### src/common/rx_frontend_pkg.sv
`default_nettype none

package rx_frontend_pkg;

   localparam int ADC_W    = 16;
   localparam int SAMPLE_W = 24;
   localparam int CORR_W   = 18;
   localparam int ADDR_W   = 8;
   localparam int DATA_W   = 32;

   typedef logic        [ADC_W-1:0]    adc_sample_t;
   typedef logic signed [SAMPLE_W-1:0] rx_sample_t;
   typedef logic signed [CORR_W-1:0]   corr_t;    // Q1.17
   typedef logic        [ADDR_W-1:0]   set_addr_t;
   typedef logic        [DATA_W-1:0]   set_data_t;

   localparam set_addr_t SR_BASE  = 8'd0;
   localparam set_addr_t SR_SWAP  = SR_BASE + 8'd0;
   localparam set_addr_t SR_MAG   = SR_BASE + 8'd1;
   localparam set_addr_t SR_PHASE = SR_BASE + 8'd2;
   localparam set_addr_t SR_DC_I  = SR_BASE + 8'd3;
   localparam set_addr_t SR_DC_Q  = SR_BASE + 8'd4;

   localparam int DC_FIXED_BIT = 31;                  // set selects a fixed offset
   localparam int WIDEN_SHIFT  = SAMPLE_W - ADC_W;    // adc word sits in the top bits

   localparam int DC_SHIFT   = 14;                    // tracking gain is 2^-14 per sample
   localparam int DC_ACC_W   = SAMPLE_W + DC_SHIFT;
   localparam int CORR_SHIFT = 17;
   localparam int PROD_W     = SAMPLE_W + CORR_W;
   localparam int CLIP_W     = SAMPLE_W + 2;          // wide enough for any sum before clipping

   localparam rx_sample_t SAMPLE_MAX = {1'b0, {(SAMPLE_W-1){1'b1}}};
   localparam rx_sample_t SAMPLE_MIN = {1'b1, {(SAMPLE_W-1){1'b0}}};

   // saturate a wide signed value to the 24-bit sample range
   function automatic rx_sample_t clip_sample(input logic signed [CLIP_W-1:0] value);
      rx_sample_t result;
      if (value > SAMPLE_MAX)
         result = SAMPLE_MAX;
      else if (value < SAMPLE_MIN)
         result = SAMPLE_MIN;
      else
         result = value[SAMPLE_W-1:0];
      return result;
   endfunction

endpackage

`default_nettype wire

### src/rtl/iq_balance.sv
`timescale 1ns/1ps
`default_nettype none

module iq_balance
   import rx_frontend_pkg::*;
(
   input  wire             clk,
   input  wire             reset_i,
   input  wire rx_sample_t i_i,
   input  wire rx_sample_t q_i,
   input  wire corr_t      mag_corr_i,
   input  wire corr_t      phase_corr_i,
   output rx_sample_t      i_o,
   output rx_sample_t      q_o
);

   logic signed [PROD_W-1:0] prod_mag_q;
   logic signed [PROD_W-1:0] prod_phase_q;
   rx_sample_t               i_d_q;
   rx_sample_t               q_d_q;
   logic signed [PROD_W-1:0] shift_mag;
   logic signed [PROD_W-1:0] shift_phase;
   logic signed [CLIP_W-1:0] sum_i;
   logic signed [CLIP_W-1:0] sum_q;

   // both products come from the I channel
   always_ff @(posedge clk)
   begin
      if (reset_i)
      begin
         prod_mag_q   <= '0;
         prod_phase_q <= '0;
         i_d_q        <= '0;
         q_d_q        <= '0;
      end
      else
      begin
         prod_mag_q   <= i_i * mag_corr_i;
         prod_phase_q <= i_i * phase_corr_i;
         i_d_q        <= i_i;
         q_d_q        <= q_i;
      end
   end

   assign shift_mag   = prod_mag_q >>> CORR_SHIFT;  // floor, rounds toward minus infinity
   assign shift_phase = prod_phase_q >>> CORR_SHIFT;

   // shifted product fits in 25 bits, so the low CLIP_W bits are exact
   assign sum_i = i_d_q + signed'(shift_mag[CLIP_W-1:0]);
   assign sum_q = q_d_q + signed'(shift_phase[CLIP_W-1:0]);

   always_ff @(posedge clk)
   begin
      if (reset_i)
      begin
         i_o <= '0;
         q_o <= '0;
      end
      else
      begin
         i_o <= clip_sample(sum_i);
         q_o <= clip_sample(sum_q);
      end
   end

endmodule

`default_nettype wire

### src/rtl/rx_frontend.sv
`timescale 1ns/1ps
`default_nettype none

module rx_frontend
   import rx_frontend_pkg::*;
(
   input  wire              clk,
   input  wire              reset_i,
   input  wire              set_stb_i,
   input  wire set_addr_t   set_addr_i,
   input  wire set_data_t   set_data_i,
   input  wire adc_sample_t adc_a_i,
   input  wire adc_sample_t adc_b_i,
   input  wire              run_i,
   output rx_sample_t       i_out_o,
   output rx_sample_t       q_out_o
);

   logic       swap;
   corr_t      mag_corr;
   corr_t      phase_corr;
   logic       dc_load_i;
   logic       dc_load_q;
   rx_sample_t dc_value_i;
   rx_sample_t dc_value_q;
   logic       dc_fixed_i;
   logic       dc_fixed_q;
   rx_sample_t adc_i_q;
   rx_sample_t adc_q_q;
   rx_sample_t i_ofs;
   rx_sample_t q_ofs;

   rx_settings settings (
      .clk          (clk),
      .reset_i      (reset_i),
      .set_stb_i    (set_stb_i),
      .set_addr_i   (set_addr_i),
      .set_data_i   (set_data_i),
      .swap_o       (swap),
      .mag_corr_o   (mag_corr),
      .phase_corr_o (phase_corr),
      .dc_load_i_o  (dc_load_i),
      .dc_load_q_o  (dc_load_q),
      .dc_value_i_o (dc_value_i),
      .dc_value_q_o (dc_value_q),
      .dc_fixed_i_o (dc_fixed_i),
      .dc_fixed_q_o (dc_fixed_q)
   );

   // swap and widen in one stage, the adc word becomes the top 16 bits
   always_ff @(posedge clk)
   begin
      if (reset_i)
      begin
         adc_i_q <= '0;
         adc_q_q <= '0;
      end
      else if (swap)
      begin
         adc_i_q <= {adc_b_i, {WIDEN_SHIFT{1'b0}}};
         adc_q_q <= {adc_a_i, {WIDEN_SHIFT{1'b0}}};
      end
      else
      begin
         adc_i_q <= {adc_a_i, {WIDEN_SHIFT{1'b0}}};
         adc_q_q <= {adc_b_i, {WIDEN_SHIFT{1'b0}}};
      end
   end

   rx_dcoffset dc_i (
      .clk          (clk),
      .reset_i      (reset_i),
      .run_i        (run_i),
      .load_i       (dc_load_i),
      .load_value_i (dc_value_i),
      .fixed_i      (dc_fixed_i),
      .sample_i     (adc_i_q),
      .sample_o     (i_ofs)
   );

   rx_dcoffset dc_q (
      .clk          (clk),
      .reset_i      (reset_i),
      .run_i        (run_i),
      .load_i       (dc_load_q),
      .load_value_i (dc_value_q),
      .fixed_i      (dc_fixed_q),
      .sample_i     (adc_q_q),
      .sample_o     (q_ofs)
   );

   iq_balance balance (
      .clk          (clk),
      .reset_i      (reset_i),
      .i_i          (i_ofs),
      .q_i          (q_ofs),
      .mag_corr_i   (mag_corr),
      .phase_corr_i (phase_corr),
      .i_o          (i_out_o),
      .q_o          (q_out_o)
   );

endmodule

`default_nettype wire

### src/rtl/rx_settings.sv
`timescale 1ns/1ps
`default_nettype none

module rx_settings
   import rx_frontend_pkg::*;
(
   input  wire            clk,
   input  wire            reset_i,
   input  wire            set_stb_i,
   input  wire set_addr_t set_addr_i,
   input  wire set_data_t set_data_i,
   output logic           swap_o,
   output corr_t          mag_corr_o,
   output corr_t          phase_corr_o,
   output logic           dc_load_i_o,
   output logic           dc_load_q_o,
   output rx_sample_t     dc_value_i_o,
   output rx_sample_t     dc_value_q_o,
   output logic           dc_fixed_i_o,
   output logic           dc_fixed_q_o
);

   logic hit_dc_i;
   logic hit_dc_q;

   assign hit_dc_i = set_stb_i && (set_addr_i == SR_DC_I);
   assign hit_dc_q = set_stb_i && (set_addr_i == SR_DC_Q);

   always_ff @(posedge clk)
   begin
      if (reset_i)
      begin
         swap_o       <= 1'b0;
         mag_corr_o   <= '0;
         phase_corr_o <= '0;
         dc_value_i_o <= '0;
         dc_value_q_o <= '0;
         dc_fixed_i_o <= 1'b0;
         dc_fixed_q_o <= 1'b0;
      end
      else if (set_stb_i)
      begin
         case (set_addr_i)
            SR_SWAP:  swap_o       <= set_data_i[0];
            SR_MAG:   mag_corr_o   <= set_data_i[CORR_W-1:0];
            SR_PHASE: phase_corr_o <= set_data_i[CORR_W-1:0];
            SR_DC_I:
            begin
               dc_value_i_o <= set_data_i[SAMPLE_W-1:0];
               dc_fixed_i_o <= set_data_i[DC_FIXED_BIT];
            end
            SR_DC_Q:
            begin
               dc_value_q_o <= set_data_i[SAMPLE_W-1:0];
               dc_fixed_q_o <= set_data_i[DC_FIXED_BIT];
            end
            default: ;  // other addresses belong to other blocks
         endcase
      end
   end

   // load pulses land together with the new offset value
   always_ff @(posedge clk)
   begin
      if (reset_i)
      begin
         dc_load_i_o <= 1'b0;
         dc_load_q_o <= 1'b0;
      end
      else
      begin
         dc_load_i_o <= hit_dc_i;
         dc_load_q_o <= hit_dc_q;
      end
   end

   // a DC word is never written on two consecutive bus cycles
   a_load_i_pulse: assert property (@(posedge clk) disable iff (reset_i)
      dc_load_i_o |=> !dc_load_i_o);
   a_load_q_pulse: assert property (@(posedge clk) disable iff (reset_i)
      dc_load_q_o |=> !dc_load_q_o);

endmodule

`default_nettype wire

### src/rx_dcoffset/rx_dcoffset.sv
`timescale 1ns/1ps
`default_nettype none

module rx_dcoffset
   import rx_frontend_pkg::*;
(
   input  wire             clk,
   input  wire             reset_i,
   input  wire             run_i,
   input  wire             load_i,
   input  wire rx_sample_t load_value_i,
   input  wire             fixed_i,
   input  wire rx_sample_t sample_i,
   output rx_sample_t      sample_o
);

   logic signed [DC_ACC_W-1:0] acc_q;
   logic signed [DC_ACC_W-1:0] acc_load;
   rx_sample_t                 offset;
   logic signed [CLIP_W-1:0]   diff;
   logic                       track;

   // integer part of the integrator is the offset in use
   assign offset   = acc_q[DC_ACC_W-1:DC_SHIFT];
   assign acc_load = {load_value_i, {DC_SHIFT{1'b0}}};
   assign diff     = sample_i - offset;
   assign track    = run_i && !fixed_i;

   always_ff @(posedge clk)
   begin
      if (reset_i)
      begin
         sample_o <= '0;
      end
      else
      begin
         sample_o <= clip_sample(diff);
      end
   end

   // feeding the output back drives its mean toward zero
   always_ff @(posedge clk)
   begin
      if (reset_i)
      begin
         acc_q <= '0;
      end
      else if (load_i)
      begin
         acc_q <= acc_load;
      end
      else if (track)
      begin
         acc_q <= acc_q + sample_o;
      end
   end

   // the offset only moves when a load arrives or while tracking is active
   a_acc_hold: assert property (@(posedge clk) disable iff (reset_i)
      (!load_i && (fixed_i || !run_i)) |=> $stable(acc_q));

endmodule

`default_nettype wire

### config.mk
export PLATFORM = sky130hd
export DESIGN_NAME = rx_frontend
export DESIGN_NICKNAME = d
export VERILOG_FILES = /design/src/common/rx_frontend_pkg.sv /design/src/rtl/iq_balance.sv /design/src/rtl/rx_frontend.sv /design/src/rtl/rx_settings.sv /design/src/rx_dcoffset/rx_dcoffset.sv
export SDC_FILE = /design/constraint.sdc
export NUM_CORES = 2
export LEC_CHECK = 0
export BUFFER_PORTS_ARGS = -buffer_cell sky130_fd_sc_hd__buf_2
export CAP_MARGIN = 10
export CORE_MARGIN = 2
export CORE_UTILIZATION = 66
export CTS_CLUSTER_DIAMETER = 80
export DETAILED_ROUTE_END_ITERATION = 16
export PLACE_DENSITY_LB_ADDON = 0.3
export SYNTH_ARGS = -nofsm -noshare
export SYNTH_HDL_FRONTEND = slang
export SYNTH_HIERARCHICAL = 1
export SYNTH_SLANG_ARGS = --single-unit
### constraint.sdc
create_clock -name clk -period 8.6 [get_ports clk]
set_clock_uncertainty 0.15 [all_clocks]
set_input_delay 1.29 -clock clk [delete_from_list [all_inputs] [get_ports clk]]
set_output_delay 1.29 -clock clk [all_outputs]
set_load 0.05 [all_outputs]
==> flow_summary.ini <==
[critical_path]
startpoint = settings/phase_corr_o[1]
reg2reg_slack_ps = 970
start_kind = flop
crit_buf_inv = 5
critical_path_class = flop to flop
critPathRequiredTime_ps = 8940
r2r-end = balance/prod_phase_q[40]
reg2reg_depth = 22
path_cells = nand2_1, fa_1, inv_1, fa_1, fa_1, inv_1, fa_1, inv_1, fa_1, inv_1, fa_1, inv_1, ha_1, nand4_1, nor2_1, o311ai_0, o21ai_1, a31oi_1, a211oi_1, o21ai_0, nor3b_1, nor3_1
reg2reg_from = settings/phase_corr_o[1]
cpMostUsedCell = fa_1
cp_max_fo = 24
cp.arrival_ps = 7970
critical_path.top_delay_family = adder cells
cp.depth = 22
cp-endpoint = balance/prod_phase_q[40]
cpPeakStageDelay_ps = 1020
slowest_stage = dfxtp_1
end_kind = flop

[pwr]
p_leak_nw = 27.7
intPower_mw = 4.82
power.total_mw = 8.59
power.density_nw_per_um2 = 154
p_seq_share_pct = 29.7
swShare_pct = 43.9
ir_worst_vdd_uv = 190
p_clk_share_pct = 26.4
p_sw_mw = 3.77
power_frac_comb_pct = 43.9

[clocking]
root_buffer = clkbuf_16
post_cts_buffers = 0
clk_pin_slew_ps = 60
clockBufferDepth = 3
clock-sinks = 391
clk_latency_ps = 620
numCtsBuffers = 47
cts_resized = 0
cts_tree = yes
cts_hold_buf = 0
htreeDepth = 2

[synthesis]
synth_top_family_by_area = adder cells
ys_seq_area_share_pct = 14.9
ys_top_cells_by_count = inv_1, fa_1, nand2_1, dfxtp_1, ha_1
yosys_warnings = 6
synth-adder-area-share_pct = 41.4
yosysMostFrequentCell = inv_1
synth_edf_count = 0
ys_types = 107
syn_area_um2 = 52600
synth_area_leader_cell = fa_1
synth_seq_cells = 391
synth-xor-area-share_pct = 2.93
synth.avg_cell_area_um2 = 8.77
synth_compound_area_share_pct = 11.7
async_flop_share_pct = 0
synth_top_area_share_pct = 32.5
synth_flop_cell = dfxtp_1
synthCells = 5993
synth_area_leaders = fa_1, dfxtp_1, ha_1, inv_1, nand2_1
synthSimpleGateAreaFrac_pct = 16.3
synthMuxAreaShare_pct = 2.48

[timing]
fin_tns_setup_ps = 0
post-route-period-util_pct = 88.7
finalWorstSetupSlack_ps = 974
final_hold_viol_count = 0
fin_hold_ws_ps = 308
fin_crit_ps = 7630
final_max_slew_viol_count = 0
finalSetupViolCount = 0
grt_setup_unrepaired = false
fmax_ghz = 0.131
relSlewSlack_pct = 20.0
worst_slew_pin_slew_ps = 1190

[place]
finalWeightedCongestion = 0.938
place_area_um2 = 54000
hpwl_um = 107000
numPlacedInstances = 6980
dp_slack_ps = 1130
portBuffers = 116

[global_route]
grt_start_max_net_pins = 94
antenna_found_initial = 1
grt_pass1_wl_um = 222000
grt_pass1_vias = 42600
grt_usage_pct = 34.1
grt-ovfl-total = 0

[cells_and_area]
stdcell_count = 7070
utilization_pct = 70.8
nets = 7282
area_growth_pct = 6.18
fin_area_um2 = 55800
drive_gt1_share_pct = 6.71

[die]
core_um2 = 78900
initial_core_util_pct = 66.7
die_x_um = 286
rows = 103
dieArea_um2 = 81900
die_y_um = 286
io_pins = 124

[drt]
ant_nets = 0
routed_via_density = 5.81
wirelength_um = 136000
drt_iter0_drc = 3428
firstDrtPassIters = 6
drc = 0
wl_per_cell_um = 19.2
route.vias.total = 41100

[run]
cap_violations = 0

[hold_path]
whs_path_depth = 2
hold_path_class = flop to flop

[status]
status = finished, final reports clean
logic make-up after synthesis:
| kind of cell | after synthesis |
|---|---|
| simple gates | 1763 |
| buf+inv | 1378 |
| fa+ha+maj | 1226 |
| compound gates | 928 |
| flops | 391 |
| xor+xnor | 176 |
| mux | 130 |
| other cells | 1 |
sequential cells by signal, summed over array words and instances (netlist names), 24 cells and up:
signal and cells:
balance/i_d_q 24, balance/i_o 24, balance/prod_mag_q 25, balance/prod_phase_q 25, balance/q_d_q 24, balance/q_o 24
dc_i/acc_q 38, dc_i/sample_o 24, dc_q/acc_q 38, dc_q/sample_o 24, settings/dc_value_i_o 24, settings/dc_value_q_o 24
power by group through the flow:
stage | Sequential [mW] | Clock (mW) | Combinational (mW)
2_1_floorplan | 2.54 | 0 | 2.52
3_3_place_gp | 2.57 | 0 | 3.61
3_5_place_dp | 2.58 | 0 | 3.65
4_1_cts | 2.54 | 2.30 | 3.67
5_1_grt | 2.58 | 2.37 | 4.06
6_report | 2.55 | 2.27 | 3.77
cell type report:
| cell class | count | area, um2 |
|---|---|---|
| antenna | 1 | 2.50 |
| clock buffer | 56 | 1290 |
| clock inverter | 32 | 492 |
| fill | 6128 | 23000 |
| inverter | 1074 | 4030 |
| multi-input combinational | 4241 | 39400 |
| sequential | 391 | 7830 |
| tap | 1050 | 1310 |
| timing repair buffer | 225 | 1440 |
how the worst min path moves through the flow:
stage               slack, ps           start              to
finish                    310   dc_i/acc_q[3]   dc_i/acc_q[3]
global route              320   dc_q/acc_q[6]   dc_q/acc_q[6]
CTS                       310   dc_i/acc_q[0]   dc_i/acc_q[0]
detailed placement        300   dc_i/acc_q[0]   dc_i/acc_q[0]
global placement          290  dc_q/acc_q[13]  dc_q/acc_q[13]
floorplan                 290  dc_i/acc_q[10]  dc_i/acc_q[10]
layout by cell type, fill, tap and decap left out, drive strengths merged, types with 126 or more instances in the layout:
master,synthesis,routed
inv,1071,1079
fa,854,854
nand2,729,729
dfxtp,391,391
ha,372,372
and2,295,295
a21oi,275,275
nor2,251,251
buf,51,225
o21ai,188,188
nand2b,152,152
a21o,148,148
mux2i,126,126
routing by layer:
metal	part of all wire, %	routed length, um	GRT usage (%)	up-vias
met4	4.2	5740	13.3	0
met3	8.7	11800	5.49	343
met2	47	63200	56.2	1810
met5	0	0	0	-
met1	40	54900	45.5	20200
li1	-	-	-	18800
worst min-delay path: stages, from the launching register on:
cell and delay [ps]:
dfxtp_1 310, nand2_1 50, a21oi_1 50
(Power assumes the default switching activity.)
